### src/verilog/demod_config.svh
`ifndef DEMOD_CONFIG_SVH
`define DEMOD_CONFIG_SVH

// FFT size as log2 and as a sample count
`define DEMOD_NFFT    8
`define DEMOD_FFT_LEN (1 << `DEMOD_NFFT)

// cyclic prefix of every symbol after the first
`define DEMOD_CP_LEN  18

`define DEMOD_IQ_W    16  // bits per I or Q component
`define DEMOD_TWDL_W  18  // twiddle component, unity = 2**(w-2)

`endif

### src/verilog/demod_pkg.sv
`include "demod_config.svh"

package demod_pkg;

    typedef logic signed [`DEMOD_IQ_W-1:0]   comp_t;  // one I or Q component
    typedef logic signed [`DEMOD_TWDL_W-1:0] twdl_t;  // one twiddle component

    // im in the upper half, re in the lower half
    typedef struct packed {
        comp_t im;
        comp_t re;
    } iq_t;

    typedef logic [`DEMOD_NFFT-1:0] bin_idx_t;  // sample or bin inside a symbol
    typedef logic [1:0]             symbol_cnt_t;  // saturates at 2

    // one kept sample on its way into the fill bank
    typedef struct packed {
        iq_t      data;
        bin_idx_t idx;
        logic     last;
    } sample_wr_t;

    typedef enum logic [1:0] {
        IDLE,
        SKIP_CP,
        TAKE
    } strip_state_t;

    typedef enum logic [1:0] {
        FILL,
        COMPUTE,
        DRAIN
    } fft_state_t;

    typedef enum logic [1:0] {
        WAIT_SSB,
        WAIT_SYM,
        OUT_SYM
    } tag_state_t;

endpackage

### src/verilog/cp_stripper.sv
`include "demod_config.svh"

module cp_stripper (
    input  logic                   clk_i,
    input  logic                   reset_ni,
    input  demod_pkg::iq_t         in_data_i,
    input  logic                   in_valid_i,
    input  logic                   ssb_start_i,
    output demod_pkg::sample_wr_t  wr_o,
    output logic                   wr_valid_o
);
    import demod_pkg::*;

    localparam int FFT_LEN = `DEMOD_FFT_LEN;
    localparam int CP_LEN  = `DEMOD_CP_LEN;
    localparam int CP_W    = $clog2(CP_LEN);

    strip_state_t    state;
    logic [CP_W-1:0] cp_cnt;
    bin_idx_t        samp_idx;  // position of the next kept sample
    bin_idx_t        cur_idx;
    logic            take;

    // ssb_start_i comes with sample 0 of the first symbol, whose cp is gone
    assign take    = in_valid_i && (ssb_start_i || (state == TAKE));
    assign cur_idx = ssb_start_i ? '0 : samp_idx;

    always_ff @(posedge clk_i) begin
        if (!reset_ni) begin
            state    <= IDLE;
            cp_cnt   <= '0;
            samp_idx <= '0;
        end else if (ssb_start_i) begin
            state    <= TAKE;  // restart on every ssb
            cp_cnt   <= '0;
            samp_idx <= bin_idx_t'(in_valid_i);
        end else begin
            case (state)
                IDLE: begin
                    cp_cnt <= '0;
                end
                SKIP_CP: begin
                    if (in_valid_i) begin
                        if (cp_cnt == CP_W'(CP_LEN - 1)) begin
                            cp_cnt <= '0;
                            state  <= TAKE;
                        end else begin
                            cp_cnt <= cp_cnt + 1'b1;
                        end
                    end
                end
                TAKE: begin
                    if (in_valid_i) begin
                        samp_idx <= samp_idx + 1'b1;  // wraps to 0 after the last
                        if (samp_idx == bin_idx_t'(FFT_LEN - 1)) begin
                            state <= SKIP_CP;
                        end
                    end
                end
                default: state <= IDLE;
            endcase
        end
    end

    always_ff @(posedge clk_i) begin
        if (!reset_ni) begin
            wr_valid_o <= 1'b0;
        end else begin
            wr_valid_o <= take;
        end
    end

    // registered sample stamped with its index
    always_ff @(posedge clk_i) begin
        wr_o.data <= in_data_i;
        wr_o.idx  <= cur_idx;
        wr_o.last <= (cur_idx == bin_idx_t'(FFT_LEN - 1));
    end

endmodule

### config.mk
export PLATFORM = sky130hd
export DESIGN_NAME = cp_stripper
export DESIGN_NICKNAME = d
export VERILOG_FILES = /design/src/verilog/demod_pkg.sv /design/src/verilog/cp_stripper.sv
export VERILOG_INCLUDE_DIRS = /design/src /design/src/verilog
export SDC_FILE = /design/constraint.sdc
export NUM_CORES = 1
export LEC_CHECK = 0
export BUFFER_PORTS_ARGS = -buffer_cell sky130_fd_sc_hd__buf_2
export CORE_ASPECT_RATIO = 1.4
export CORE_UTILIZATION = 40
export CTS_BUF_LIST = sky130_fd_sc_hd__clkbuf_4 sky130_fd_sc_hd__clkbuf_8
export DETAILED_ROUTE_END_ITERATION = 8
export MAX_ROUTING_LAYER = met4
export PLACE_DENSITY = 0.69
export SLEW_MARGIN = 10
export SYNTH_ARGS = -nofsm -noshare
export SYNTH_HDL_FRONTEND = slang
export SYNTH_SLANG_ARGS = --single-unit
### constraint.sdc
create_clock -name clk_i -period 1.5 [get_ports clk_i]
set_input_delay 0.225 -clock clk_i [delete_from_list [all_inputs] [get_ports clk_i]]
set_output_delay 0.225 -clock clk_i [all_outputs]
set_load 0.01 [all_outputs]
==> impl_metrics.py, run 1 <==
metrics = {
    "pwr": {
        "power.density_cell_area_nw_per_um2": 1170,
        "leakagePower_nw": 1.21,
        "vdd_drop_max_mv": 0.765,
        "total_power_mw": 3.20,
    },
    "global_routing": {
        "grt_overflow_total": 0,
        "global_route.usage.total": 0.185,
        "grt_antenna_before_repair": 0,
        "grt_first_pass_wirelength_um": 6170,
        "via_count_of_the_first_global_routing_pass": 1416,
        "grt_start_max_net_pins": 14,
    },
    "floorplanning": {
        "die_span_in_x_um": 58.1,
        "std_cell_rows": 28,
        "initial_core_util": 0.416,
        "design.core.area_um2": 4240,
        "dieArea_um2": 4680,
        "die_y_um": 80.6,
        "io_pins": 78,
    },
    "cells_and_area": {
        "area.growth.synth_to_final_pct": 54.4,
        "nNetsFinal": 305,
        "final_cell_mix": "sky130_fd_sc_hd__buf_2, sky130_fd_sc_hd__dfxtp_1, sky130_fd_sc_hd__dlygate4sd3_1",
        "fillerInstances": 331,
        "final_common_cell": "sky130_fd_sc_hd__buf_2",
        "utilization": 0.643,
        "layout-drive-gt1-share": 0.373,
        "insertedDiodeCount": 0,
    },
    "sta": {
        "clock_skew_ns": 0.00456,
        "final_period_utilization": 0.902,
        "relSlewSlack": 0.795,
        "rsz0062_at_grt": "no",
        "timing.final.max_slew_violations": 0,
        "hold_violations": 0,
        "worst_pin_slew_ns": 0.305,
        "timing.setup.tns_ns": 0,
        "setup_violations": 0,
        "period_needed_ns": 1.35,
        "maxClockFrequency_mhz": 739,
    },
    "routing": {
        "m1WireLength_um": 1620,
        "routed_wire_length_per_instance_um": 12.0,
        "met2_wirelength_um": 2000,
        "viasPerCell": 4.51,
        "ant_nets": 0,
        "route.top_layer_used": "met4",
        "post-route-drc-count": 0,
        "first_pass_drt_iterations": 4,
        "detailroute.via_count": 1493,
        "wl_met3_um": 275,
        "initialDrtViolationCount": 36,
        "routed_wl_um": 3960,
    },
    "setup_path": {
        "critical_path.max_fanout": 4,
        "setup.worst_path.class": "register to register",
        "cp_arrival_ns": 1.60,
        "critPathRequiredTime_ns": 1.75,
        "critical_path_start_type": "register",
        "end_kind": "register",
    },
    "logic_synthesis": {
        "mappedNetlistNets": 189,
        "synth-simple-area-share": 0.199,
        "asyncSetResetFlopFracSynth": 0,
        "synth.area.mux_share": 0.00638,
        "dominant_combinational_cell_family_by_area_after_synthesis": "simple AND/OR/NAND/NOR gates",
        "synth_compound_area_frac": 0.0957,
        "synthDistinctLibCells": 38,
        "postSynthRegisterBits": 57,
        "synth_cells": 150,
        "synth_enable_flop_cells": 0,
        "synth.cell_area_um2": 1760,
        "yosys.area_share.adder": 0.0213,
        "most_common_flop_cell_mapped_by_yosys": "sky130_fd_sc_hd__dfxtp_1",
        "synth.avg_cell_area_um2": 11.8,
        "xor_xnor_portion_of_the_synthesized_cell_area": 0.00496,
        "yosys_warnings": 0,
        "synth_seq_area_share": 0.647,
    },
    "clock_network": {
        "cts_buffer_depth": 2,
        "clock_tree.root_cell": "sky130_fd_sc_hd__clkbuf_8",
        "clock_insertion_delay_worst_skew_ns": 0.32,
        "cts-htree-levels": 3,
        "clk_transition_reported_paths_ns": 0.06,
        "cts.sinks": 57,
        "cts_tree": "yes",
        "cts_inserted_buffers": 9,
        "cts_setup_buffers": 0,
    },
    "flow_run": {
        "timing.max_cap.violations": 0,
    },
    "placement": {
        "place.port_buffers": 77,
        "gp_routability_congestion": 0.771,
        "hpwl_um": 2380,
    },
    "run_status": {
        "run_status": "finished clean",
    },
    "min_path": {
        "worst_hold_path_type": "primary input to register",
    },
}
==> metal layers <==
metal / track usage / up-vias
met5: - / -
met4: 0.0786 / 0
met3: 0.0692 / 7
met2: 0.324 / 59
met1: 0.180 / 672
li1: - / 755
==> worst paths after layout <==
check / slack (ns) / to / depth (start not counted) / start
setup reg to reg: 0.15 / cp_cnt[4] / 4 / cp_cnt[1]
setup / recovery: 0.15 / cp_cnt[4] / 4 / cp_cnt[1]
hold / removal: 0.02 / wr_o[22] / 1 / in_data_i[13]
hold reg to reg: 0.48 / cp_cnt[0] / 1 / cp_cnt[0]
==> cells by family (layout without fill, tap and decap cells) <==
group | after synthesis | in the layout
compound gates | 27 | 27
xor+xnor | 1 | 1
fa+ha+maj | 3 | 3
buf+inv | 9 | 130
flops | 57 | 57
mux | 1 | 1
simple gates | 52 | 52
==> power breakdown <==
| part | internal [mW] | switching [mW] | total [mW] | leakage, nW |
|---|---|---|---|---|
| Sequential | 1.57 | 0.0175 | 1.58 | 0.473 |
| Combinational | 0.135 | 0.0966 | 0.232 | 0.638 |
| Clock | 0.824 | 0.558 | 1.38 | 0.0987 |
| Total | 2.53 | 0.672 | 3.20 | 1.21 |
==> final cells by class <==
| type | count | area, µm² | share of cell area |
|---|---|---|---|
| clock buffers | 11 | 145 | 0.0533 |
| clock inverters | 5 | 55.1 | 0.0202 |
| inverters | 3 | 11.3 | 0.00413 |
| multi-input cells | 84 | 577 | 0.212 |
| flip-flops and latches | 57 | 1140 | 0.419 |
| well taps | 60 | 75.1 | 0.0276 |
| repair buffers | 111 | 718 | 0.264 |
==> cell usage after synthesis, types with 2 or more instances <==
cell                         n  area (µm²)
sky130_fd_sc_hd__dfxtp_1    57        1140
sky130_fd_sc_hd__nor2b_1    12        75.1
sky130_fd_sc_hd__a21oi_1     9        45.0
sky130_fd_sc_hd__nand2_1     9        33.8
sky130_fd_sc_hd__or3_1       5        31.3
sky130_fd_sc_hd__nand4_1     4        25.0
sky130_fd_sc_hd__clkbuf_1    3        11.3
sky130_fd_sc_hd__ha_1        3        37.5
sky130_fd_sc_hd__inv_1       3        11.3
sky130_fd_sc_hd__nand2b_1    3        18.8
sky130_fd_sc_hd__nand3_1     3        15.0
sky130_fd_sc_hd__o21ai_0     3        15.0
sky130_fd_sc_hd__o21ai_1     3        15.0
sky130_fd_sc_hd__or4_1       3        22.5
sky130_fd_sc_hd__a2bb2oi_1   2        17.5
sky130_fd_sc_hd__a31oi_1     2        12.5
sky130_fd_sc_hd__nand3b_1    2        15.0
sky130_fd_sc_hd__nor2_1      2        7.51
sky130_fd_sc_hd__o211ai_1    2        15.0
sky130_fd_sc_hd__o31ai_1     2        15.0
==> registers in the layout (all words and copies together), names as in the netlist <==
name,cells
state,2
wr_o,41
cp_cnt,5
wr_valid_o,1
samp_idx,8
==> worst max-delay path: stages (launching register included) <==
cell and delay [ns]:
sky130_fd_sc_hd__dfxtp_1 0.37, sky130_fd_sc_hd__ha_1 0.19, sky130_fd_sc_hd__nand3_1 0.10, sky130_fd_sc_hd__or4_1 0.47
sky130_fd_sc_hd__a31oi_1 0.16
==> what timing repair did <==
item                       in CTS  in global routing
hold endpoints to repair       31                  0
hold buffers                   31                  0
setup endpoints to repair       0                  1
gates resized for setup         0                  1
==> per-stage QoR <==
stage | hold WS [ns] | setup slack, ns | area [µm²] | instances
floorplan | 0.253 | 0.200 | 1760 | 150
finish | 0.0213 | 0.148 | 2720 | 331
global route | 0.00202 | 0.00168 | 2720 | 331
CTS | 0.00744 | 0.111 | 2720 | 331
global placement | 0.328 | 0.161 | 2210 | 284
detailed placement | 0.329 | 0.106 | 2210 | 284
(Power assumes the default switching activity.)
==> run 2, diff against run 1 <==
==> constraint.sdc (replaced) <==
create_clock -name clk_i -period 1.5 [get_ports clk_i]
set_input_delay 0.075 -clock clk_i [delete_from_list [all_inputs] [get_ports clk_i]]
set_output_delay 0.075 -clock clk_i [all_outputs]
set_load 0.01 [all_outputs]
==> impl_metrics.py, run 2 (same netlist as run 1, synthesis figures left out) <==
metrics = {
    "routing": {
        "post-route-drc-count": 0,
        "ant_nets": 0,
        "initialDrtViolationCount": 42,
        "first_pass_drt_iterations": 4,
        "detailroute.via_count": 1520,
        "routed_wl_um": 4270,
        "routed_wire_length_per_instance_um": 12.8,
        "viasPerCell": 4.56,
    },
    "cells_and_area": {
        "final_common_cell": "sky130_fd_sc_hd__buf_2",
        "fillerInstances": 323,
        "final_cell_mix": "sky130_fd_sc_hd__buf_2, sky130_fd_sc_hd__dfxtp_1, sky130_fd_sc_hd__dlygate4sd3_1",
        "register_area_um2": 1140,
        "biggestRegsByFlops": "wr_o (41), samp_idx (8), cp_cnt (5)",
        "largest_register_ff_count": 41,
        "fin_cells": 333,
        "layout-drive-gt1-share": 0.366,
        "max_flop_register": "wr_o",
        "nNetsFinal": 307,
        "insertedDiodeCount": 0,
        "area.growth.synth_to_final_pct": 57.1,
        "area_of_combinational_cells_with_multiple_inputs_um2": 577,
        "finish.instance_area_um2": 2770,
    },
    "sta": {
        "clock_skew_ns": 0.00566,
        "timing.setup.tns_ns": 0,
        "finalWorstSetupSlack_ns": 0.114,
        "setup_violations": 0,
        "final_period_utilization": 0.924,
        "timing.final.max_slew_violations": 0,
        "maxClockFrequency_mhz": 721,
        "worst_pin_slew_ns": 0.325,
        "rsz0062_at_grt": "no",
        "hold_violations": 0,
        "period_needed_ns": 1.39,
        "relSlewSlack": 0.782,
    },
    "floorplanning": {
        "io_pins": 78,
        "die_span_in_x_um": 58.1,
        "dieArea_um2": 4680,
        "design.core.area_um2": 4240,
        "initial_core_util": 0.416,
        "std_cell_rows": 28,
        "die_y_um": 80.6,
    },
    "clock_network": {
        "cts.sinks": 57,
        "clock_insertion_delay_worst_skew_ns": 0.33,
        "cts_setup_buffers": 0,
        "clock_tree.root_cell": "sky130_fd_sc_hd__clkbuf_8",
        "cts_inserted_buffers": 9,
        "clk_transition_reported_paths_ns": 0.06,
        "cts_buffer_depth": 2,
        "cts_tree": "yes",
        "cts-htree-levels": 3,
    },
    "global_routing": {
        "grt_antenna_before_repair": 0,
        "global_route.usage.total": 0.197,
        "via_count_of_the_first_global_routing_pass": 1453,
        "grt_start_max_net_pins": 14,
        "grt_first_pass_wirelength_um": 6490,
        "grt_overflow_total": 0,
    },
    "setup_path": {
        "max_stage_delay_ns": 0.47,
        "regToRegEndpoint": "cp_cnt[4]",
        "timing.critical_path.slowest_stage_cell": "sky130_fd_sc_hd__or4_1",
        "r2r_cells": 4,
        "end_kind": "register",
        "critical_path.max_fanout": 5,
        "startpoint": "cp_cnt[0]",
        "r2r_setup_slack_ns": 0.11,
        "worstPathCellList": "ha_1 -> nand3_1 -> or4_1 -> a31oi_1",
        "setup.worst_path.class": "register to register",
        "critical_path_start_type": "register",
        "critPathRequiredTime_ns": 1.76,
        "cp_arrival_ns": 1.65,
        "worstReg2RegStart": "cp_cnt[0]",
    },
    "min_path": {
        "timing.hold.worst_endpoint": "wr_o[6]",
        "worst_hold_startpoint": "ssb_start_i",
        "worst_hold_path_type": "primary input to register",
        "hold_path_depth": 2,
    },
    "placement": {
        "dpl.cell_count": 284,
        "gp_routability_congestion": 0.815,
        "placed_cell_area_um2": 2210,
        "hpwl_um": 2320,
        "worst_setup_timing_slack_at_the_placement_stage_ns": 0.116,
        "place.port_buffers": 77,
    },
    "run_status": {
        "run_status": "finished clean",
    },
    "flow_run": {
        "timing.max_cap.violations": 0,
    },
    "pwr": {
        "leakagePower_nw": 1.23,
        "power.density_cell_area_nw_per_um2": 1240,
        "vdd_drop_max_mv": 0.509,
        "total_power_mw": 3.44,
    },
}
-- run 2: changes by cell type in the layout (fill, tap and decap cells not counted), sizes merged --
cell | before | now
dlygate4sd3 | 31 | 33
bufinv | 1 | 2
clkinvlp | 2 | 1
-- run 2: layer usage --
layer / vias up / routed length (µm) / global-route usage
li1: 761 / - / -
met5: - / 0 / -
met4: 0 / 90 / 0.107
met3: 10 / 334 / 0.0757
met1: 683 / 1680 / 0.193
met2: 66 / 2170 / 0.332
-- run 2: how the worst max path moves through the flow --
stage           endpoint  slack (ns)  depth (start not counted)
3_5_place_dp   cp_cnt[4]        0.12                          4
6_report       cp_cnt[4]        0.11                          4
4_1_cts        cp_cnt[4]        0.11                          4
3_3_place_gp   cp_cnt[4]        0.16                          4
5_1_grt        cp_cnt[4]        0.02                          4
2_1_floorplan  cp_cnt[4]        0.20                          4
-- run 2: where the power goes --
part	switching (mW)	total, mW	internal (mW)
Sequential	0.0187	1.59	1.57
Combinational	0.0996	0.239	0.139
Clock	0.593	1.61	1.02
-- run 2: area by class of cell --
cell class              count  share of cell area
clock buffers              11              0.0546
clock inverters             5              0.0280
inverters                   3             0.00406
multi-input cells          84               0.208
flip-flops and latches     57               0.412
well taps                  60              0.0271
repair buffers            113               0.266
-- run 2: what timing repair did --
action / 4_1_cts / 5_1_grt
endpoints found under the setup margin: 0 / 0
endpoints found under the hold margin: 33 / 0
hold buffers: 33 / 0
gates resized for setup: 0 / 0
-- run 2: critical path, delay by kind of cell, from the launching register on --
| kind | cells | cell delay (ns) |
|---|---|---|
| AOI/OAI and AO/OA | 1 | 0.16 |
| adders and majority gates | 1 | 0.20 |
| DFF | 1 | 0.40 |
| and+or+nand+nor | 2 | 0.57 |
-- run 2: through the flow --
stage                     utilization  hold WS, ns
after CTS                       0.654       0.0590
after global routing            0.654       0.0799
after global placement          0.522        0.178
final                           0.654       0.0749
after detailed placement        0.522        0.179
after floorplan                     -        0.103
==> run 3, diff against run 2 <==
Settings changed: BUFFER_PORTS_ARGS -buffer_cell sky130_fd_sc_hd__buf_2 to -buffer_cell sky130_fd_sc_hd__clkbuf_2.
==> impl_metrics.py, run 3 (same netlist as run 1, synthesis figures left out) <==
metrics = {
    "run_status": {
        "run_status": "finished clean",
    },
    "global_routing": {
        "via_count_of_the_first_global_routing_pass": 1504,
        "grt_start_max_net_pins": 14,
        "globalRouteMet2Util": 0.351,
        "gr-usage-met1": 0.197,
        "gr-max-usage-layer": "met2",
        "grt_first_pass_wirelength_um": 6780,
        "grt_antenna_before_repair": 0,
        "grtUsageMet3": 0.0789,
        "global_route.usage.total": 0.203,
        "grt_overflow_total": 0,
    },
    "setup_path": {
        "timing.critical_path.slowest_stage_cell": "sky130_fd_sc_hd__dfxtp_1",
        "max_stage_delay_ns": 0.48,
        "critical_path_start_type": "register",
        "critPathRequiredTime_ns": 1.76,
        "setup.worst_path.class": "register to register",
        "worstPathCellList": "nand3b_4 -> or4_1 -> a21oi_1",
        "cp_arrival_ns": 1.60,
        "critical_path.max_fanout": 9,
        "end_kind": "register",
    },
    "clock_network": {
        "clk_transition_reported_paths_ns": 0.06,
        "cts-htree-levels": 3,
        "cts_inserted_buffers": 9,
        "cts_buffer_depth": 2,
        "clock_insertion_delay_worst_skew_ns": 0.32,
        "cts_tree": "yes",
        "cts.sinks": 57,
        "clock_tree.root_cell": "sky130_fd_sc_hd__clkbuf_8",
    },
    "placement": {
        "placed_cell_area_um2": 2210,
        "dpl.cell_count": 284,
        "worst_setup_timing_slack_at_the_placement_stage_ns": 0.117,
        "place.port_buffers": 77,
        "hpwl_um": 2270,
        "gp_routability_congestion": 0.818,
    },
    "floorplanning": {
        "die_span_in_x_um": 58.1,
        "initial_core_util": 0.416,
        "dieArea_um2": 4680,
        "std_cell_rows": 28,
        "die_y_um": 80.6,
        "io_pins": 78,
        "design.core.area_um2": 4240,
    },
    "routing": {
        "detailroute.via_count": 1507,
        "first_pass_drt_iterations": 4,
        "routed_wire_length_per_instance_um": 12.8,
        "initialDrtViolationCount": 41,
        "viasPerCell": 4.54,
        "ant_nets": 0,
        "post-route-drc-count": 0,
        "routed_wl_um": 4240,
    },
    "flow_run": {
        "timing.max_cap.violations": 0,
    },
    "cells_and_area": {
        "nNetsFinal": 306,
        "biggestRegsByFlops": "wr_o (41), samp_idx (8), cp_cnt (5)",
        "area.growth.synth_to_final_pct": 53.0,
        "finish.instance_area_um2": 2700,
        "max_flop_register": "wr_o",
        "utilization": 0.637,
        "fillerInstances": 316,
        "largest_register_ff_count": 41,
        "final_cell_mix": "sky130_fd_sc_hd__clkbuf_2, sky130_fd_sc_hd__dfxtp_1, sky130_fd_sc_hd__dlygate4sd3_1",
        "layout-drive-gt1-share": 0.371,
        "fin_cells": 332,
        "final_common_cell": "sky130_fd_sc_hd__clkbuf_2",
        "insertedDiodeCount": 0,
    },
    "sta": {
        "timing.setup.tns_ns": 0,
        "hold_violations": 0,
        "hold_slack_ns": 0.0162,
        "worst_pin_slew_ns": 0.309,
        "clock_skew_ns": 0.00412,
        "timing.final.max_slew_violations": 0,
        "final_period_utilization": 0.895,
        "period_needed_ns": 1.34,
        "relSlewSlack": 0.793,
        "finalWorstSetupSlack_ns": 0.157,
        "rsz0062_at_grt": "no",
        "maxClockFrequency_mhz": 745,
        "setup_violations": 0,
    },
    "pwr": {
        "total_power_mw": 3.02,
        "leakagePower_nw": 1.21,
        "cellInternalPower_mw": 2.31,
        "p_sw_frac": 0.236,
        "power_frac_seq": 0.525,
        "power.density_cell_area_nw_per_um2": 1120,
        "power.share.clock": 0.396,
        "power.switching_mw": 0.713,
        "vdd_drop_max_mv": 0.464,
        "p_comb_frac": 0.079,
    },
    "min_path": {
        "worst_hold_path_type": "primary input to register",
    },
}
-- run 3: what timing repair did --
action / 4_1_cts / 5_1_grt
setup buffers: 0 / 0
hold buffers: 32 / 0
gates resized for setup: 0 / 1
endpoints found under the setup margin: 0 / 1
hold endpoints to repair: 32 / 0
-- run 3: path summary, 6_finish.rpt --
kind | from | to | slack [ns] | depth (start not counted)
worst min-delay path | reset_ni | wr_valid_o | 0.02 | 3
worst max-delay path | state[1] | samp_idx[5] | 0.16 | 3
worst min register to register | cp_cnt[0] | cp_cnt[0] | 0.47 | 1
worst max register to register | state[1] | samp_idx[5] | 0.16 | 3
-- run 3: layout make-up --
| type | count | area, µm² | share of cell area |
|---|---|---|---|
| repair buffers | 112 | 728 | 0.270 |
| clock inverters | 6 | 35.0 | 0.0130 |
| well taps | 60 | 75.1 | 0.0278 |
| flip-flops and latches | 57 | 1140 | 0.423 |
| multi-input cells | 84 | 577 | 0.214 |
| clock buffers | 10 | 131 | 0.0487 |
| inverters | 3 | 11.3 | 0.00417 |
-- run 3: per-layer routing --
layer	vias up	routed length, µm
li1	764	-
met1	670	1670
met2	69	2200
met3	4	330
met4	0	36
met5	-	0
-- run 3: power by group through the flow --
stage / Combinational [mW] / Clock (mW) / Sequential, mW
2_1_floorplan: 0.0438 / 0 / 1.64
3_3_place_gp: 0.163 / 0 / 1.62
3_5_place_dp: 0.165 / 0 / 1.62
4_1_cts: 0.231 / 1.22 / 1.58
5_1_grt: 0.257 / 1.30 / 1.59
6_report: 0.238 / 1.20 / 1.59
-- run 3: critical path: cells and delay by family (launching register included) --
family | cells | cell delay (ns)
flip-flops | 1 | 0.48
AND/OR/NAND/NOR | 2 | 0.64
AO/OA/AOI/OAI | 1 | 0.15
