===== config.mk =====
export PLATFORM = sky130hd
export DESIGN_NAME = ssb_symbol_tagger
export DESIGN_NICKNAME = d
export VERILOG_FILES = /design/src/verilog/demod_pkg.sv /design/src/verilog/ssb_symbol_tagger.sv
export VERILOG_INCLUDE_DIRS = /design/src /design/src/verilog
export SDC_FILE = /design/constraint.sdc
export NUM_CORES = 1
export LEC_CHECK = 0
export BUFFER_PORTS_ARGS = -buffer_cell sky130_fd_sc_hd__clkbuf_2
export CORE_AREA = 2 2 63 65
export DETAILED_ROUTE_END_ITERATION = 8
export DIE_AREA = 0 0 65 67
export HOLD_SLACK_MARGIN = 0.1
export MAX_ROUTING_LAYER = met4
export PLACE_DENSITY = 0.79
export SETUP_SLACK_MARGIN = 0.4
export SLEW_MARGIN = 5
export SYNTH_ARGS = -nofsm -noshare
export SYNTH_HDL_FRONTEND = slang
export SYNTH_SLANG_ARGS = --single-unit

===== constraint.sdc =====
create_clock -name clk_i -period 1.95 [get_ports clk_i]
set_input_delay 0.195 -clock clk_i [delete_from_list [all_inputs] [get_ports clk_i]]
set_output_delay 0.195 -clock clk_i [all_outputs]
set_load 0.1 [all_outputs]

===== src/verilog/demod_config.svh =====
`ifndef DEMOD_CONFIG_SVH
`define DEMOD_CONFIG_SVH

// FFT size as log2 and as a sample count
`define DEMOD_NFFT    8
`define DEMOD_FFT_LEN (1 << `DEMOD_NFFT)

// cyclic prefix of every symbol after the first
`define DEMOD_CP_LEN  18

`define DEMOD_IQ_W    16  // bits per I or Q component
`define DEMOD_TWDL_W  18  // twiddle component, unity = 2**(w-2)

`endif


===== src/verilog/demod_pkg.sv =====
`include "demod_config.svh"

package demod_pkg;

    typedef logic signed [`DEMOD_IQ_W-1:0]   comp_t;  // one I or Q component
    typedef logic signed [`DEMOD_TWDL_W-1:0] twdl_t;  // one twiddle component

    // im in the upper half, re in the lower half
    typedef struct packed {
        comp_t im;
        comp_t re;
    } iq_t;

    typedef logic [`DEMOD_NFFT-1:0] bin_idx_t;  // sample or bin inside a symbol
    typedef logic [1:0]             symbol_cnt_t;  // saturates at 2

    // one kept sample on its way into the fill bank
    typedef struct packed {
        iq_t      data;
        bin_idx_t idx;
        logic     last;
    } sample_wr_t;

    typedef enum logic [1:0] {
        IDLE,
        SKIP_CP,
        TAKE
    } strip_state_t;

    typedef enum logic [1:0] {
        FILL,
        COMPUTE,
        DRAIN
    } fft_state_t;

    typedef enum logic [1:0] {
        WAIT_SSB,
        WAIT_SYM,
        OUT_SYM
    } tag_state_t;

endpackage


===== src/verilog/ssb_symbol_tagger.sv =====
module ssb_symbol_tagger (
    input  logic           clk_i,
    input  logic           reset_ni,
    input  logic           ssb_start_i,
    input  demod_pkg::iq_t fft_data_i,
    input  logic           fft_valid_i,
    input  logic           fft_sync_i,
    output demod_pkg::iq_t out_data_o,
    output logic           out_valid_o,
    output logic           symbol_start_o,
    output logic           pbch_start_o,
    output logic           pbch_valid_o,
    output logic           sss_start_o,
    output logic           sss_valid_o
);
    import demod_pkg::*;

    tag_state_t  state;
    bin_idx_t    bin_cnt;
    symbol_cnt_t sym_cnt;  // output symbols since ssb start
    logic        first_bin;
    logic        in_sym;

    assign first_bin = fft_valid_i && fft_sync_i && (state == WAIT_SYM);
    assign in_sym    = first_bin || (fft_valid_i && (state == OUT_SYM));

    always_ff @(posedge clk_i) begin
        if (!reset_ni) begin
            state   <= WAIT_SSB;
            bin_cnt <= '0;
            sym_cnt <= '0;
        end else if (ssb_start_i) begin
            state   <= WAIT_SYM;
            bin_cnt <= '0;
            sym_cnt <= '0;
        end else begin
            case (state)
                WAIT_SSB: begin
                    bin_cnt <= '0;
                end
                WAIT_SYM: begin
                    if (first_bin) begin
                        state   <= OUT_SYM;
                        bin_cnt <= bin_idx_t'(1);
                    end
                end
                OUT_SYM: begin
                    if (fft_valid_i) begin
                        bin_cnt <= bin_cnt + 1'b1;
                        if (&bin_cnt) begin
                            state <= WAIT_SYM;
                            if (sym_cnt != 2'd2) begin
                                sym_cnt <= sym_cnt + 1'b1;  // stops at 2
                            end
                        end
                    end
                end
                default: state <= WAIT_SSB;
            endcase
        end
    end

    // flags line up with the registered data
    always_ff @(posedge clk_i) begin
        if (!reset_ni) begin
            out_valid_o    <= 1'b0;
            symbol_start_o <= 1'b0;
            pbch_start_o   <= 1'b0;
            pbch_valid_o   <= 1'b0;
            sss_start_o    <= 1'b0;
            sss_valid_o    <= 1'b0;
        end else begin
            out_valid_o    <= fft_valid_i;
            symbol_start_o <= fft_valid_i && fft_sync_i;
            pbch_start_o   <= first_bin && (sym_cnt == 2'd0);
            pbch_valid_o   <= in_sym && (sym_cnt == 2'd0);
            sss_start_o    <= first_bin && (sym_cnt == 2'd1);
            sss_valid_o    <= in_sym && (sym_cnt == 2'd1);
        end
    end

    always_ff @(posedge clk_i) begin
        out_data_o <= fft_data_i;
    end

endmodule

==> results.txt, run 1 <==
----------------------------------------------------
[Power]
  Clock group share of total power ... 26.7%
  Power share of the sequential group ... 50.1%
  Gate power share ... 23.2%
  Leak ... 1.19 nW
  PD cells ... 833 mW/mm^2
  Switching part of the total ... 33.0%
  Maximum vdd drop ... 0.383 mV
  Switching power summed over all nets ... 0.000710 W
  Internal cell power ... 0.00144 W

[Critical path]
  End of the worst register-to-register path ... state[0]
  Worst setup slack for register-to-register paths ... 0.38 ns
  Endpoint kind of the worst setup timing path ... flip-flop
  Cell chain of the critical path ... inv_4 -> ha_4 -> nor2b_4 -> a2bb2oi_4 -> or4_1 -> o311a_1
  Crit path buf inv count ... 1
  Arr. time, crit path ... 1.76 ns
  Launch instance of the worst register-to-register path ... state[0]
  Crit path launch type ... flip-flop
  Critical setup path kind ... reg -> reg
  Slowest library cell on the worst path ... sky130_fd_sc_hd__or4_1
  Top Family by Delay on Critical Path ... simple AND/OR/NAND/NOR gates
  Required time worst endpoint ... 2.13 ns
  Worst path max stage delay ... 0.43 ns
  Depth of the most critical reg-to-reg path ... 6
  Largest fanout on the critical path ... 7

[Placement]
  Weighted congestion at the end of routability-driven global placement ... 0.800
  Count of input and output buffers ... 74
  DP Wirelength ... 2.54 mm
  Post-placement setup slack ... 0.134 ns

[Die]
  Area of the die ... 0.00436 sq mm
  Total number of placement rows ... 22
  Ports ... 75
  Starting density of the core ... 44.3%
  Horizontal extent of the die ... 65 microns
  Die boundary height ... 67 microns
  Area of the core ... 0.00361 sq mm

[STA]
  Minimum clock period ... 1.57 ns
  Peak clock frequency supported by timing ... 0.635 GHz
  Clock Skew ... 0.00906 ns
  Smallest setup slack after layout ... 0.375 ns
  Final hold viol count ... 0
  Transition time at the pin with the least slew margin ... 0.711 ns
  Number of max-slew violations in the final report ... 0
  Normalized max-slew margin ... 52.5%
  Accumulated negative setup slack ... 0 ns
  Final critical-path share of the clock period ... 80.8%
  Setup repair after global routing missed its margin ... true
  Setup violation total in the final timing report ... 0
  Worst hold slack after final layout ... 0.149 ns

[Worst hold path]
  Worst hold path cell count ... 2
  Worst Hold Launch ... reset_ni
  Classification of the worst-slack hold path ... in -> reg
  Endpoint, Worst Hold ... state[0]

[Global route]
  Number of global-route vias before repair ... 1434
  Global-route usage over all layers ... 21.9%
  Global-route wire length before repair ... 6.93 mm
  Number of antenna violations at the first check in global routing ... 0
  Global route total overflow ... 0
  Largest net degree at the start of global routing ... 16

[Drt]
  DR DRC count ... 0
  Routed wire length ... 4.58 mm
  Detailed Routing Iterations Pass 1 ... 4
  Detail Route Antenna Nets ... 0
  Vias after detailed routing ... 1455
  Average vias per placed instance ... 4.83
  Average routed wire per standard cell ... 15.2 microns
  DRT iter0 DRCs ... 55

[Clocking]
  Number of buffers on the longest clock path ... 2
  TritonCTS clock tree ... done
  # clock sinks ... 50
  Deepest level of the CTS H-tree ... 2
  Number of clock buffers inserted by TritonCTS ... 5
  Clk pin slew, worst setup/hold paths ... 0.08 ns
  Clock root buffer ... sky130_fd_sc_hd__clkbuf_8
  Clock Latency Late Sink ... 0.30 ns

[Synthesis]
  Sequential area share after synthesis ... 62.7%
  Post-Synthesis Mean Instance Area ... 11.9 sq um
  Largest area contributor in the netlist ... sky130_fd_sc_hd__dfxtp_1
  Synth Instances ... 134
  Post-synth EDFFs ... 0
  Synth top area share ... 62.7%
  Top FF cell, synth ... sky130_fd_sc_hd__dfxtp_1
  Synthesis Warnings ... 0
  Distinct cells, synth ... 36
  Yosys reg bits ... 50
  Fraction of registers with async set/reset ... 0%
  Biggest area contributors in the synthesized netlist ... sky130_fd_sc_hd__dfxtp_1 (63%), sky130_fd_sc_hd__ha_1 (7.1%), sky130_fd_sc_hd__and3_1 (2.4%)
  Post-synth net total ... 180
  Combined area of all synthesized cells ... 0.00160 sq mm

[Outcome]
  Outcome ... finished, final reports clean

[Layout]
  Total number of nets in the final design ... 299
  Area overhead of the layout relative to synthesis ... 61.8%
  Share of post-route cells with drive strength above 1 ... 42.7%
  Ant. Diodes ... 0

[Run]
  Reported max-cap violation count ... 0

----------------------------------------------------
[routing by layer]
| layer | share of wire [%] | vias up | global-route usage [%] |
|---|---|---|---|
| met5 | 0 | - | - |
| met4 | 0.63 | 0 | 6.38 |
| met3 | 7.7 | 6 | 7.60 |
| met2 | 49 | 65 | 39.6 |
| met1 | 43 | 667 | 22.5 |
| li1 | - | 717 | - |
[power by group through the flow]
stage / Combinational [W] / Sequential, W / Clock [W]
global route: 0.000515 / 0.00108 / 0.000634
global placement: 0.000397 / 0.00110 / 0
floorplan: 0.0000409 / 0.00138 / 0
detailed placement: 0.000400 / 0.00110 / 0
CTS: 0.000487 / 0.00107 / 0.000582
finish: 0.000499 / 0.00108 / 0.000575
[cell families after synthesis]
kind of cell,count (synthesis),share of synthesized area [%]
AOI/OAI and AO/OA,23,10.8
xor gates and xnor gates,1,0.549
adders and majority gates,9,7.05
buffers and inverters,9,2.35
DFF,50,62.7
muxes,2,1.25
and+or+nand+nor,40,15.3
[cell type report]
cell class / instances / area, sq um
clock buffer: 5 / 68.8
clock inverter: 2 / 15.0
sequential: 50 / 1000
timing repair buffer: 116 / 769
fill: 238 / 1020
inverter: 5 / 21.3
tap: 48 / 60.1
multi-input combinational: 75 / 644
[registers in the layout, summed over array words and instances (netlist names)]
register and count:
out_data_o 32, bin_cnt 8, state 2, sym_cnt 2
out_valid_o 1, pbch_start_o 1, pbch_valid_o 1, sss_start_o 1
sss_valid_o 1, symbol_start_o 1
[cells in the mapped netlist (2+ instances only)]
cell,count
sky130_fd_sc_hd__nand2b_1,2
sky130_fd_sc_hd__and3_1,6
sky130_fd_sc_hd__mux2i_1,2
sky130_fd_sc_hd__clkbuf_1,2
sky130_fd_sc_hd__inv_1,5
sky130_fd_sc_hd__or4b_1,2
sky130_fd_sc_hd__a211oi_1,2
sky130_fd_sc_hd__nor2b_1,3
sky130_fd_sc_hd__o21ai_0,3
sky130_fd_sc_hd__ha_1,9
sky130_fd_sc_hd__nand3_1,4
sky130_fd_sc_hd__a21oi_1,5
sky130_fd_sc_hd__nor2_1,5
sky130_fd_sc_hd__o311ai_0,4
sky130_fd_sc_hd__dfxtp_1,50
sky130_fd_sc_hd__o41ai_1,4
sky130_fd_sc_hd__and2_1,3
sky130_fd_sc_hd__nand2_1,5
[how the worst max path moves through the flow]
stage / startpoint / endpoint / slack [ns] / cells after the start
3_5_place_dp: state[0] / state[0] / 0.13 / 6
3_3_place_gp: state[0] / state[0] / 0.19 / 6
6_report: state[0] / state[0] / 0.38 / 6
2_1_floorplan: state[0] / bin_cnt[6] / 0.40 / 6
4_1_cts: state[0] / bin_cnt[1] / 0.38 / 6
5_1_grt: state[0] / bin_cnt[2] / 0.31 / 7
[timing repair]
| item | CTS | global route |
|---|---|---|
| pin swaps | 8 | 1 |
| hold buffers | 32 | 0 |
| setup endpoints to repair | 10 | 11 |
| endpoints found under the hold margin | 32 | 0 |
| gates cloned | 0 | 0 |
| resized for setup | 15 | 3 |
| setup buffers | 10 | 0 |
[stage by stage]
step	cells	utilization (%)	area, sq um	power [W]
final	301	71.7	2580	0.00215
after global routing	301	71.7	2580	0.00223
after CTS	301	71.3	2570	0.00214
after detailed placement	252	56.2	2030	0.00150
after global placement	252	56.2	2030	0.00149
after floorplan	134	-	1610	0.00142
[cell usage in the layout (no fill, tap or decap), drive strengths merged]
| cell | n |
|---|---|
| buf | 10 |
| a211oi | 2 |
| nor2b | 4 |
| and4b | 1 |
| clkbuf | 79 |
| o41ai | 4 |
| and4 | 1 |
| inv | 5 |
| a31oi | 1 |
| dlygate4sd3 | 32 |
| nor3 | 1 |
| nand2 | 5 |
| and3 | 6 |
| mux2i | 2 |
| o311a | 1 |
| o2bb2ai | 1 |
| o21ai | 3 |
| and2 | 3 |
| dfxtp | 50 |
| nor4 | 1 |
| or3 | 1 |
| nor2 | 5 |
| nand4 | 1 |
| clkinvlp | 2 |
| and2b | 1 |
| nand2b | 2 |
| or4b | 2 |
| or2b | 1 |
| o31ai | 1 |
| or4 | 1 |
| xnor2 | 1 |
| o311ai | 4 |
| ha | 9 |
| a21oi | 5 |
| a2bb2oi | 1 |
| nand3 | 4 |
Power figures use the tool's default switching activity.
==> run 2, diff against run 1 <==
- ABC_AREA: not set -> 1
- CORE_AREA: 2 2 63 65 -> 2 2 68 70
- DIE_AREA: 0 0 65 67 -> 0 0 70 72
- PLACE_DENSITY: 0.79 -> 0.75
- clock period: 1.95 -> 1.4 ns (I/O delays scaled with it)
==> results.txt, run 2 <==
----------------------------------------------------
[Drt]
  Average routed wire per standard cell ... 21.3 microns
  Vias after detailed routing ... 1679
  DRT iter0 DRCs ... 138
  DR DRC count ... 0
  Routed wire length ... 7.21 mm
  Average vias per placed instance ... 4.97
  Detail Route Antenna Nets ... 0
  Detailed Routing Iterations Pass 1 ... 5

[Power]
  PD cells ... 992 mW/mm^2
  Maximum vdd drop ... 0.671 mV
  Leak ... 1.57 nW

[Layout]
  Total number of nets in the final design ... 331
  Commonest non-fill, non-tap cell in the layout ... sky130_fd_sc_hd__dfxtp_2
  Largest register FFs ... 32
  Largest registers ... out_data_o (32), bin_cnt (8)
  Ant. Diodes ... 0
  Share of post-route cells with drive strength above 1 ... 62.9%
  Register with the most flip-flops ... out_data_o
  Area overhead of the layout relative to synthesis ... 109%
  Commonest cells after routing, fill and taps aside ... sky130_fd_sc_hd__dfxtp_2 (41), sky130_fd_sc_hd__clkbuf_16 (38), sky130_fd_sc_hd__clkbuf_2 (36), sky130_fd_sc_hd__dlygate4sd3_1 (33), sky130_fd_sc_hd__inv_1 (19)

[Placement]
  DP Wirelength ... 2.49 mm
  Post-placement setup slack ... 0.0786 ns
  Count of input and output buffers ... 74
  Weighted congestion at the end of routability-driven global placement ... 0.796

[Synthesis]
  Post-synth EDFFs ... 0
  Post-Synthesis Mean Instance Area ... 10.3 sq um
  Sequential area share after synthesis ... 58.8%
  Combined area of all synthesized cells ... 0.00170 sq mm
  Fraction of registers with async set/reset ... 0%
  Top post-synthesis cells by count ... sky130_fd_sc_hd__dfxtp_1 (50), sky130_fd_sc_hd__inv_1 (22), sky130_fd_sc_hd__nand2_1 (22), sky130_fd_sc_hd__nor2_1 (17), sky130_fd_sc_hd__ha_1 (9)
  Biggest area contributors in the synthesized netlist ... sky130_fd_sc_hd__dfxtp_1 (59%), sky130_fd_sc_hd__ha_1 (6.6%), sky130_fd_sc_hd__inv_1 (4.8%)
  Synth Instances ... 166
  Post-synth net total ... 212
  Top-count cell post-synth ... sky130_fd_sc_hd__dfxtp_1
  Largest area contributor in the netlist ... sky130_fd_sc_hd__dfxtp_1
  Synth top area share ... 58.8%
  Yosys reg bits ... 50
  Synthesis Warnings ... 0
  Top FF cell, synth ... sky130_fd_sc_hd__dfxtp_1
  Distinct cells, synth ... 26

[Die]
  Horizontal extent of the die ... 70 microns
  Area of the die ... 0.00504 sq mm
  Ports ... 75
  Total number of placement rows ... 24
  Area of the core ... 0.00426 sq mm
  Starting density of the core ... 39.9%
  Die boundary height ... 72 microns

[Critical path]
  Arr. time, crit path ... 1.68 ns
  End of the worst register-to-register path ... bin_cnt[5]
  Depth of the most critical reg-to-reg path ... 8
  Crit path launch type ... flip-flop
  Launch instance of the worst register-to-register path ... state[0]
  Critical setup path kind ... reg -> reg
  Crit path to ... bin_cnt[5]
  Largest fanout on the critical path ... 4
  Worst setup slack for register-to-register paths ... -0.06 ns
  Required time worst endpoint ... 1.62 ns
  Endpoint kind of the worst setup timing path ... flip-flop
  First element of the critical path ... state[0]

[Worst hold path]
  Classification of the worst-slack hold path ... in -> reg

[STA]
  Final critical-path share of the clock period ... 104%
  Normalized max-slew margin ... 68.4%
  Accumulated negative setup slack ... -0.124 ns
  Smallest setup slack after layout ... -0.0597 ns
  Minimum clock period ... 1.46 ns
  Number of max-slew violations in the final report ... 0
  Clock Skew ... 0.0141 ns
  Final hold viol count ... 0
  Peak clock frequency supported by timing ... 0.685 GHz
  Setup violation total in the final timing report ... 4
  Transition time at the pin with the least slew margin ... 0.474 ns
  Setup repair after global routing missed its margin ... true

[Run]
  Reported max-cap violation count ... 0

[Clocking]
  Clock Latency Late Sink ... 0.33 ns
  Number of buffers on the longest clock path ... 2
  TritonCTS clock tree ... done
  Number of clock buffers inserted by TritonCTS ... 5
  Clock root buffer ... sky130_fd_sc_hd__clkbuf_8
  Clk pin slew, worst setup/hold paths ... 0.11 ns
  Deepest level of the CTS H-tree ... 2
  # clock sinks ... 50

[Outcome]
  Outcome ... finished, violations left
  Violated checks ... negative setup slack

[Global route]
  Global-route wire length before repair ... 11.0 mm
  Number of antenna violations at the first check in global routing ... 0
  Global route total overflow ... 0
  Global-route usage over all layers ... 31.1%
  Number of global-route vias before repair ... 1802
  Largest net degree at the start of global routing ... 17

----------------------------------------------------
[run 2: cell count changes after synthesis, moves of 4 or more]
cell                       previous run  this run
sky130_fd_sc_hd__inv_1                5        22
sky130_fd_sc_hd__o311ai_0             4         0
sky130_fd_sc_hd__nor2_1               5        17
sky130_fd_sc_hd__nand2_2              0         5
sky130_fd_sc_hd__nand2_1              5        22
sky130_fd_sc_hd__and3_1               6         0
sky130_fd_sc_hd__o41ai_1              4         0
[run 2: layer usage]
| metal | global-route usage (%) | vias up | part of all wire, % | routed length [microns] |
|---|---|---|---|---|
| met1 | 38.8 | 783 | 42 | 3030 |
| met4 | 11.5 | 0 | 2.0 | 146 |
| met5 | - | - | 0 | 0 |
| li1 | - | 749 | - | - |
| met2 | 47.8 | 129 | 45 | 3270 |
| met3 | 9.72 | 18 | 11 | 763 |
[run 2: how the worst min path moves through the flow]
stage	startpoint	to	cells after the start	slack, ns
2_1_floorplan	fft_data_i[0]	out_data_o[0]	0	0.17
3_3_place_gp	fft_data_i[0]	out_data_o[0]	1	0.24
3_5_place_dp	fft_data_i[17]	out_data_o[17]	1	0.24
4_1_cts	fft_valid_i	out_valid_o	3	0.11
5_1_grt	fft_valid_i	out_valid_o	3	0.13
6_report	fft_valid_i	out_valid_o	3	0.12
[run 2: layout make-up]
class / count / area (sq um)
timing repair buffer: 112 / 1510
tap: 52 / 65.1
clock inverter: 3 / 21.3
clock buffer: 5 / 68.8
inverter: 24 / 95.1
sequential: 50 / 1060
fill: 181 / 697
multi-input combinational: 92 / 747
[run 2: worst max-delay path, cell delays in order, from the launching register on]
cell                       delay (ns)
sky130_fd_sc_hd__dfxtp_4         0.41
sky130_fd_sc_hd__inv_4           0.05
sky130_fd_sc_hd__ha_4            0.18
sky130_fd_sc_hd__nand2_4         0.09
sky130_fd_sc_hd__nand3b_4        0.13
sky130_fd_sc_hd__nor2_4          0.21
sky130_fd_sc_hd__nand2_1         0.11
sky130_fd_sc_hd__nand3_1         0.14
sky130_fd_sc_hd__nor2_2          0.05
[run 2: stage by stage]
step | hold WS, ns | util (%) | power (W) | cell area [sq um] | std cells
after floorplan | 0.168 | - | 0.00210 | 1800 | 166
after CTS | 0.108 | 81.6 | 0.00337 | 3480 | 337
final | 0.117 | 83.7 | 0.00354 | 3570 | 338
after detailed placement | 0.244 | 52.5 | 0.00223 | 2240 | 292
after global routing | 0.125 | 83.7 | 0.00362 | 3570 | 338
after global placement | 0.242 | 52.5 | 0.00222 | 2240 | 292
[run 2: cell families after synthesis]
| group | Yosys count | synth area share [%] |
|---|---|---|
| AO/OA/AOI/OAI | 13 | 4.48 |
| XOR/XNOR | 1 | 0.514 |
| flip-flops | 50 | 58.8 |
| AND/OR/NAND/NOR | 69 | 24.3 |
| adder cells (fa/ha/maj) | 9 | 6.61 |
| buffers and inverters | 24 | 5.29 |
[run 2: power breakdown]
| part | switching (W) | total [W] | internal [W] | leakage, nW |
|---|---|---|---|---|
| logic | 0.000623 | 0.00106 | 0.000437 | 1.11 |
| clock network | 0.000566 | 0.000919 | 0.000353 | 0.0441 |
| registers | 0.0000623 | 0.00156 | 0.00150 | 0.422 |
| total | 0.00125 | 0.00354 | 0.00229 | 1.57 |
[run 2: repair_timing]
item	CTS	global route
buffers inserted	3	2
gates cloned	0	0
resized for setup	123	20
endpoints found under the hold margin	36	0
hold buffers	34	0
endpoints found under the setup margin	52	54
pin swaps	8	12
==> run 3, diff against run 2 <==
==> constraint.sdc (replaced) <==
create_clock -name clk_i -period 1.4 [get_ports clk_i]
set_input_delay 0.07 -clock clk_i [delete_from_list [all_inputs] [get_ports clk_i]]
set_output_delay 0.07 -clock clk_i [all_outputs]
set_load 0.1 [all_outputs]
==> results.txt, run 3 (same netlist as run 2, synthesis figures left out) <==
----------------------------------------------------
[Critical path]
  Arr. time, crit path ... 1.57 ns
  Depth of the most critical reg-to-reg path ... 9
  Crit path launch type ... flip-flop
  Required time worst endpoint ... 1.65 ns
  Worst setup slack for register-to-register paths ... 0.09 ns
  Critical setup path kind ... reg -> reg
  Launch instance of the worst register-to-register path ... state[0]
  Crit path to ... bin_cnt[5]
  Endpoint kind of the worst setup timing path ... flip-flop
  Largest fanout on the critical path ... 4
  First element of the critical path ... state[0]
  End of the worst register-to-register path ... bin_cnt[5]

[Placement]
  Weighted congestion at the end of routability-driven global placement ... 0.821
  DP Wirelength ... 2.38 mm
  Count of input and output buffers ... 74

[Power]
  Leak ... 1.40 nW
  Maximum vdd drop ... 0.504 mV
  PD cells ... 1070 mW/mm^2
  Final Power ... 0.00334 W
  Switching power summed over all nets ... 0.00117 W
  Internal cell power ... 0.00217 W
  Switching part of the total ... 34.9%
  Gate power share ... 27.0%
  Clock group share of total power ... 27.3%
  Power share of the sequential group ... 45.7%

[Die]
  Ports ... 75
  Area of the core ... 0.00426 sq mm
  Total number of placement rows ... 24
  Horizontal extent of the die ... 70 microns
  Die boundary height ... 72 microns
  Starting density of the core ... 39.9%
  Area of the die ... 0.00504 sq mm

[Clocking]
  Clk pin slew, worst setup/hold paths ... 0.10 ns
  Deepest level of the CTS H-tree ... 2
  TritonCTS clock tree ... done
  Number of clock buffers inserted by TritonCTS ... 5
  Clock root buffer ... sky130_fd_sc_hd__clkbuf_8
  Number of buffers on the longest clock path ... 2
  # clock sinks ... 50
  Clock Latency Late Sink ... 0.31 ns

[Layout]
  Commonest cells after routing, fill and taps aside ... sky130_fd_sc_hd__dfxtp_1 (44), sky130_fd_sc_hd__dlygate4sd3_1 (37), sky130_fd_sc_hd__clkbuf_8 (36), sky130_fd_sc_hd__clkbuf_2 (36), sky130_fd_sc_hd__inv_1 (20)
  Largest registers ... out_data_o (32), bin_cnt (8)
  Share of post-route cells with drive strength above 1 ... 46.4%
  Largest register FFs ... 32
  Ant. Diodes ... 0
  Total number of nets in the final design ... 336
  Area overhead of the layout relative to synthesis ... 82.9%
  Commonest non-fill, non-tap cell in the layout ... sky130_fd_sc_hd__dfxtp_1
  Register with the most flip-flops ... out_data_o
  Final-layout fill cell count ... 266

[Global route]
  Largest net degree at the start of global routing ... 19
  Number of antenna violations at the first check in global routing ... 0
  Number of global-route vias before repair ... 1653
  Global-route usage over all layers ... 21.1%
  Global route total overflow ... 0
  Global-route wire length before repair ... 8.00 mm

[STA]
  Transition time at the pin with the least slew margin ... 0.390 ns
  Number of max-slew violations in the final report ... 0
  Normalized max-slew margin ... 74.0%
  Setup violation total in the final timing report ... 0
  Peak clock frequency supported by timing ... 0.760 GHz
  Minimum clock period ... 1.31 ns
  Setup repair after global routing missed its margin ... true
  Clock Skew ... 0.0131 ns
  Final critical-path share of the clock period ... 93.9%
  Final hold viol count ... 0
  Accumulated negative setup slack ... 0 ns

[Outcome]
  Outcome ... finished, final reports clean

[Drt]
  Vias after detailed routing ... 1553
  DR DRC count ... 0
  Average routed wire per standard cell ... 15.1 microns
  Average vias per placed instance ... 4.53
  Detail Route Antenna Nets ... 0
  DRT iter0 DRCs ... 84
  Detailed Routing Iterations Pass 1 ... 7
  Routed wire length ... 5.17 mm

[Run]
  Reported max-cap violation count ... 0

[Worst hold path]
  Classification of the worst-slack hold path ... in -> reg

----------------------------------------------------
run 3: metal layers:
| metal | GRT usage, % | routed length, microns | vias to the layer above |
|---|---|---|---|
| met3 | 6.53 | 323 | 6 |
| met5 | - | 0 | - |
| met1 | 22.7 | 2140 | 714 |
| li1 | - | - | 770 |
| met2 | 36.9 | 2640 | 63 |
| met4 | 7.48 | 73 | 0 |
run 3: how the worst min path moves through the flow:
stage,end,depth (start not counted),startpoint,slack (ns)
after floorplan,out_data_o[0],0,fft_data_i[0],0.1
after global placement,out_data_o[15],1,fft_data_i[15],0.17
after detailed placement,out_data_o[31],1,fft_data_i[31],0.17
final,state[0],3,reset_ni,0.21
after global routing,state[0],3,reset_ni,0.23
after CTS,symbol_start_o,3,reset_ni,0.16
run 3: layout make-up:
cell class                 count  area, sq um  area share (%)
clock buffer                   5         68.8            2.21
clock inverter                 3         28.8           0.924
inverter                      24         95.1            3.05
sequential                    50         1010            32.5
timing repair buffer         117         1140            36.5
multi-input combinational     92          706            22.7
tap                           52         65.1            2.09
run 3: worst max-delay path: stages (launching register included):
cell	delay, ns
sky130_fd_sc_hd__dfxtp_4	0.40
sky130_fd_sc_hd__inv_4	0.05
sky130_fd_sc_hd__ha_4	0.18
sky130_fd_sc_hd__nand2_4	0.09
sky130_fd_sc_hd__nand3b_4	0.12
sky130_fd_sc_hd__nor2_4	0.18
sky130_fd_sc_hd__inv_2	0.06
sky130_fd_sc_hd__nor2_2	0.07
sky130_fd_sc_hd__nor2_1	0.05
sky130_fd_sc_hd__nor2_2	0.06
run 3: repair_timing:
| item | 4_1_cts | 5_1_grt |
|---|---|---|
| setup endpoints to repair | 52 | 23 |
| buffers inserted | 6 | 0 |
| endpoints found under the hold margin | 37 | 0 |
| hold buffers | 37 | 0 |
| pin swaps | 6 | 4 |
| gates resized for setup | 83 | 17 |
run 3: per-stage QoR:
stage	cell area (sq um)	worst slack [ns]	hold slack, ns	std cells	utilization (%)
after floorplan	1760	0.185	0.0977	166	-
after global placement	2190	0.0891	0.172	292	51.4
after detailed placement	2190	0.0733	0.174	292	51.4
after CTS	3060	0.105	0.158	343	71.8
after global routing	3110	0.00762	0.227	343	73.0
final	3110	0.0851	0.215	343	73.0
run 3: power groups by stage:
stage / Clock [W] / Combinational, W / Sequential, W
5_1_grt: 0.000979 / 0.000941 / 0.00153
3_5_place_dp: 0 / 0.000674 / 0.00154
6_report: 0.000912 / 0.000901 / 0.00153
4_1_cts: 0.000907 / 0.000870 / 0.00152
3_3_place_gp: 0 / 0.000668 / 0.00154
2_1_floorplan: 0 / 0.000154 / 0.00193
